**src/include/mem_port_settings.svh**
```systemverilog
// bus widths, access-mode codes, read sizes, response codes, SRAM depth, write ID
`ifndef MEM_PORT_SETTINGS_SVH
`define MEM_PORT_SETTINGS_SVH

// bus widths
`define ADDR_W      32
`define DATA_W      32
`define BUS_W       64
`define STRB_W      8
`define ID_W        4

// ID carried by every data-port write
`define WRITE_ID    4'd1

// 64-bit words, 4 KiB window from address 0
`define SRAM_WORDS  512

// access modes, same encoding as the load/store funct3 field
`define MODE_BYTE   3'd0
`define MODE_HALF   3'd1
`define MODE_WORD   3'd2
`define MODE_BYTE_U 3'd4
`define MODE_HALF_U 3'd5

// log2 of the byte count of a read
`define RSIZE_BYTE  3'd0
`define RSIZE_HALF  3'd1
`define RSIZE_WORD  3'd2

// write response codes
`define RESP_OKAY   2'b00
`define RESP_SLVERR 2'b10

`endif

```
**src/logic/mem_port_pkg.sv**
```systemverilog
// shared vector typedefs and FSM state enums of the memory subsystem
`include "mem_port_settings.svh"

package mem_port_pkg;

    // ==================================================
    // vectors with a meaning
    // ==================================================
    typedef logic [`ADDR_W-1:0] addr_t;
    typedef logic [`DATA_W-1:0] word_t;
    typedef logic [`BUS_W-1:0]  beat_t;
    typedef logic [`STRB_W-1:0] strb_t;
    typedef logic [2:0]         mode_t;
    typedef logic [2:0]         rsize_t;
    typedef logic [1:0]         resp_t;
    typedef logic [`ID_W-1:0]   id_t;

    // ==================================================
    // state machines
    // ==================================================
    typedef enum logic {
        rd_st_idle,
        rd_st_busy
    } rd_state_e;

    // address phase, then data, then response
    typedef enum logic [1:0] {
        wr_st_idle,
        wr_st_data,
        wr_st_resp
    } wr_state_e;

endpackage

```
**src/logic/read_arbiter.sv**
```systemverilog
// fixed-priority arbiter sharing one read channel between data port and fetch
`timescale 1ns/100ps
`include "mem_port_settings.svh"

module read_arbiter (
    input  logic                 clk,
    input  logic                 rst,
    // data port
    input  mem_port_pkg::addr_t  dreq_addr,
    input  mem_port_pkg::rsize_t dreq_size,
    input  logic                 dreq_valid,
    output logic                 dreq_ready,
    output mem_port_pkg::word_t  drsp_data,
    output logic                 drsp_valid,
    input  logic                 drsp_ready,
    // fetch side
    input  logic                 fetch_strobe,
    input  mem_port_pkg::addr_t  fetch_addr,
    output mem_port_pkg::word_t  fetch_data,
    output logic                 fetch_valid,
    // sram read channel
    output mem_port_pkg::addr_t  araddr,
    output mem_port_pkg::rsize_t arsize,
    output logic                 arvalid,
    input  logic                 arready,
    input  mem_port_pkg::word_t  rdata,
    input  logic                 rvalid,
    output logic                 rready
);

    logic                fetch_pend;
    mem_port_pkg::addr_t fetch_addr_q;
    logic                busy;
    logic                owner_fetch;
    logic                sel_fetch;
    logic                ar_fire;
    logic                r_fire;

    // data port wins when idle, owner is frozen while busy
    assign sel_fetch  = busy ? owner_fetch : (~dreq_valid & fetch_pend);
    assign arvalid    = ~busy & (dreq_valid | fetch_pend);
    assign araddr     = sel_fetch ? fetch_addr_q : dreq_addr;
    assign arsize     = sel_fetch ? `RSIZE_WORD : dreq_size;
    assign dreq_ready = ~busy & arready;
    assign ar_fire    = arvalid & arready;

    // response routed back to the owner
    assign rready     = busy & (owner_fetch | drsp_ready);
    assign drsp_valid = busy & ~owner_fetch & rvalid;
    assign drsp_data  = rdata;
    assign r_fire     = rvalid & rready;

    always_ff @(posedge clk) begin
        if (rst) begin
            fetch_pend  <= 1'b0;
            busy        <= 1'b0;
            owner_fetch <= 1'b0;
            fetch_valid <= 1'b0;
        end else begin
            if (fetch_strobe) begin
                fetch_pend <= 1'b1;
            end else if (ar_fire && sel_fetch) begin
                fetch_pend <= 1'b0;
            end
            if (ar_fire) begin
                busy        <= 1'b1;
                owner_fetch <= sel_fetch;
            end else if (r_fire) begin
                busy <= 1'b0;
            end
            fetch_valid <= r_fire & owner_fetch;
        end
    end

    always_ff @(posedge clk) begin
        if (fetch_strobe) begin
            fetch_addr_q <= fetch_addr;
        end
        if (r_fire && owner_fetch) begin
            fetch_data <= rdata;
        end
    end

endmodule

```
**config.mk**
```make
export PLATFORM = sky130hd
export DESIGN_NAME = read_arbiter
export DESIGN_NICKNAME = d
export VERILOG_FILES = /design/src/logic/mem_port_pkg.sv /design/src/logic/read_arbiter.sv
export VERILOG_INCLUDE_DIRS = /design/src /design/src/include
export SDC_FILE = /design/constraint.sdc
export NUM_CORES = 1
export LEC_CHECK = 0
export ABC_AREA = 1
export BUFFER_PORTS_ARGS = -buffer_cell sky130_fd_sc_hd__clkbuf_2
export CAP_MARGIN = 20
export CORE_MARGIN = 10
export CORE_UTILIZATION = 42
export DETAILED_ROUTE_END_ITERATION = 10
export PLACE_DENSITY = 0.83
export SLEW_MARGIN = 5
export SYNTH_ARGS = -nofsm -noshare
export SYNTH_HDL_FRONTEND = slang
export SYNTH_SLANG_ARGS = --single-unit
```
**constraint.sdc**
```tcl
create_clock -name clk -period 5.3 [get_ports clk]
set_input_delay 1.06 -clock clk [delete_from_list [all_inputs] [get_ports clk]]
set_output_delay 1.06 -clock clk [all_outputs]
set_load 0.02 [all_outputs]
```
Word-level counts from Yosys, hierarchy flattened --
Cells that the tools add are included.
Storage, ports and cells: output and inout bits 104, bits of input ports 106, logic and storage cells 31, register bits 68
Operators by class: reduce and logical (&&, ||, !) cells 4, muxes and demuxes 7, bitwise gates (word level) 14
Operators with widths (count):
- 32-bit two-way mux | 1
- 1-bit bitwise AND | 9
- 1-bit two-way mux | 5
- 2-bit nonzero test | 2
- 3-bit two-way mux | 1
- 1-bit inverter | 3
- 1-bit logical AND | 2
- 1-bit bitwise OR | 2

Depth between registers and ports, before layout --
depth after elaboration 6, gate-level depth with buffers 8, depth with buffers taken out 7

Worst setup path before layout --
No wires, ideal clock.
path type input -> register, start input port drsp_ready, end register fetch_data[0], enable pin, required time 4.879 ns, path buffers 0, arrival 2.930 ns, stages 4, library setup time 0.421 ns, path slack 1.949 ns, cell sequence nor2_1 > nor2_1 > nand2_1 > nor2_1
On the way: word-level cells in the longest chain between the ends 4
Ends and longest elaborated chain:
- start: declaration | RTL line read_arbiter.sv:15 | input logic drsp_ready,
- 1-bit bitwise OR | RTL line read_arbiter.sv:48 | assign rready = busy & (owner_fetch | drsp_ready);
- 1-bit bitwise AND | RTL line read_arbiter.sv:48
- named net rready | RTL line read_arbiter.sv:28 | output logic rready
- 1-bit bitwise AND | RTL line read_arbiter.sv:51 | assign r_fire = rvalid & rready;
- 1-bit logical AND | RTL line read_arbiter.sv:79 | if (r_fire && owner_fetch) begin
- end signal: assignment | RTL line read_arbiter.sv:80 | fetch_data <= rdata;
- end: declaration | RTL line read_arbiter.sv:19 | output mem_port_pkg::word_t fetch_data,
The timed path passes the listed nets, and every way through them passes these cells. A chain may end at the register's enable or synchronous reset.

Final worst setup path --
start input port dreq_valid, end output port arsize[1]
On the way: word-level cells in the longest chain between the ends 4
Ends and longest elaborated chain:
- start: declaration | RTL line read_arbiter.sv:11 | input logic dreq_valid,
- 1-bit inverter | RTL line read_arbiter.sv:40 | assign sel_fetch = busy ? owner_fetch : (~dreq_valid & fetch_pend);
- 1-bit bitwise AND | RTL line read_arbiter.sv:40
- 1-bit two-way mux | RTL line read_arbiter.sv:40
- 3-bit two-way mux | RTL line read_arbiter.sv:43 | assign arsize = sel_fetch ? `RSIZE_WORD : dreq_size;
- end: declaration | RTL line read_arbiter.sv:23 | output mem_port_pkg::rsize_t arsize,
Every way passes these cells.

==> results.cfg <==
[floorplanning]
ios = 210
core-area_sq_um = 6460
num_rows = 29
die_x_microns = 102
die-area_sq_um = 10500
die_h_microns = 102
initial_core_util_pct = 44.1

[detailed_routing]
via_count = 2274
routed_wl_mm = 8.72
ant_nets = 0
drt-pass1-iter-count = 4
dr.first_iter.drc_count = 62
viasPerCell = 4.54
wl_per_cell_microns = 17.4
drc_errors = 0

[synthesis]
synth_seq_area_share_pct = 70.2
synth_area_leaders = edfxtp_1 67%, nand2_1 12%, buf_4 9.2%
synth_top_cell_by_area = edfxtp_1
syn_inst = 236
ys_warn_count = 0
synth.distinct_cells = 16
synth_area_per_cell_sq_um = 12.1
synth_fp_nets = 342
synth_area_sq_um = 2850
synth_top_area_share_pct = 67.4
synth_seq_cells = 68

[critical_path]
start_kind = input pin
critPathArrivalTime_ps = 2170
r2r_slack_ps = 3740
crit_path_end = arsize[1]
cp-startpoint = dreq_valid
cp_max_fo = 35
crit_type = input pin to output pin
reg2regPathDepth = 5
cp-end-kind = output pin
reg2reg_to = fetch_data[8]$_DFFE_PP_
cp.required_ps = 4240
r2r_start = busy$_SDFFE_PP0P_

[sta]
slew_headroom_pct = 45.9
setup_violations = 0
tightest_slew_ps = 812
fin_crit_ps = 3230
setup_ws_ps = 2070
rsz0062_at_grt = no
setup-tns-final_ps = 0
hold_viol_final = 0
drv_slew = 0
post-route-period-util_pct = 61.0
finClkSkew_ps = 7.98
max_freq_ghz = 0.310

[clocking]
cts_resized = 0
post_cts_buffers = 0
clock_path_buffers = 2
cts.clk_slew.worst_paths_ps = 80
cts_made_buffers = 9
cts_max_level = 3
ctsHoldBuffers = 0
cts_root_buffer = clkbuf_8
clock-sinks = 68
cts_tree = built
clk_latency_ps = 330

[global_route]
grt_pass1_wl_mm = 12.4
grt_max_degree = 36
grt_busiest_layer = met2
met2_usage_pct = 28.9
grt.overflow.total = 0
antenna_found_initial = 1
grt_pass1_vias = 2464
grt.total_usage_pct = 15.7
gr-usage-met1_pct = 12.7
use_met3_pct = 11.1

[power]
irDropWorstVdd_mv = 0.224
power.total_uw = 1220
power_density_nw_per_um2 = 316
p_leak_uw = 0.00198

[finish]
stdcell_area_sq_um = 3860
fin_nets = 525
num_antenna_cells = 0
stdcell_count = 501
drive_gt1_share_pct = 56.4
area_growth_pct = 35.4
final_cell_mix = 209 x clkbuf_2, 94 x nand2_1, 64 x edfxtp_1
mostFrequentLayoutCell = clkbuf_2

[outcome]
status = finished clean

[run]
max_cap_viol_count = 0

[min_path]
hold_depth = 2
hold_path.class = register to register

[placement]
globalplace.congestion = 0.796
post-place-cells = 485
place_area_sq_um = 3690
io_buffer_count = 209
place_ws_ps = 2050
dp_hpwl_mm = 7.27
area by class of cell:
class | count | area (sq um)
fill | 544 | 2600
sequential | 68 | 2000
timing repair buffer | 210 | 1050
multi-input combinational | 120 | 494
clock buffer | 10 | 128
tap | 77 | 96.3
inverter | 10 | 45.0
clock inverter | 6 | 41.3
synth_stat cells:
library cell,instances
nand2_4,1
nor2_1,9
inv_2,1
buf_4,35
dfxtp_1,4
a21oi_1,3
buf_8,2
nor3_1,1
or2_1,1
edfxtp_1,64
inv_1,8
nand3_1,1
nand2_2,10
inv_8,1
nand2_1,94
buf_12,1
routing by layer:
metal	part of all wire, %	vias to the layer above
li1	-	1103
met1	31	1009
met2	51	146
met3	16	14
met4	1.4	2
met5	0.15	-
power breakdown:
group / switching [uW] / leakage [uW] / internal (uW)
sequential: 8.14 / 0.000634 / 612
clock: 192 / 0.0000900 / 170
combinational: 155 / 0.00125 / 81.6
total: 355 / 0.00198 / 863
registers in the layout (all words and copies together) (netlist names):
| register | count |
|---|---|
| fetch_addr_q | 32 |
| fetch_valid | 1 |
| fetch_pend | 1 |
| fetch_data | 32 |
| busy | 1 |
| owner_fetch | 1 |
worst max-delay path: stages:
cell and delay, ps:
clkbuf_2 90, inv_1 30, nand2_1 60, nand2_2 70
nand2_4 280, inv_8 150, or2_1 240, clkbuf_2 150
metrics by stage:
stage          utilization, %  hold WS [ps]
6_report                 59.8           488
5_1_grt                  59.8           520
4_1_cts                  59.8           490
3_5_place_dp             57.1           478
3_3_place_gp             57.1           474
2_1_floorplan               -           448
worst min-delay path by stage:
| stage | from | endpoint |
|---|---|---|
| after floorplan | fetch_pend$_SDFFE_PP0P_ | fetch_pend$_SDFFE_PP0P_ |
| after global placement | fetch_pend$_SDFFE_PP0P_ | fetch_pend$_SDFFE_PP0P_ |
| after detailed placement | fetch_pend$_SDFFE_PP0P_ | fetch_pend$_SDFFE_PP0P_ |
| after CTS | fetch_pend$_SDFFE_PP0P_ | fetch_pend$_SDFFE_PP0P_ |
| after global routing | fetch_pend$_SDFFE_PP0P_ | fetch_pend$_SDFFE_PP0P_ |
| final | fetch_pend$_SDFFE_PP0P_ | fetch_pend$_SDFFE_PP0P_ |
kinds of logic after synthesis:
kind of cell	count (synthesis)	synth area share, %
AOI/OAI and AO/OA	3	0.526
buffers and inverters	48	12.5
DFF	68	70.2
and+or+nand+nor	117	16.7
No activity file was read; power rests on OpenSTA's default activity.
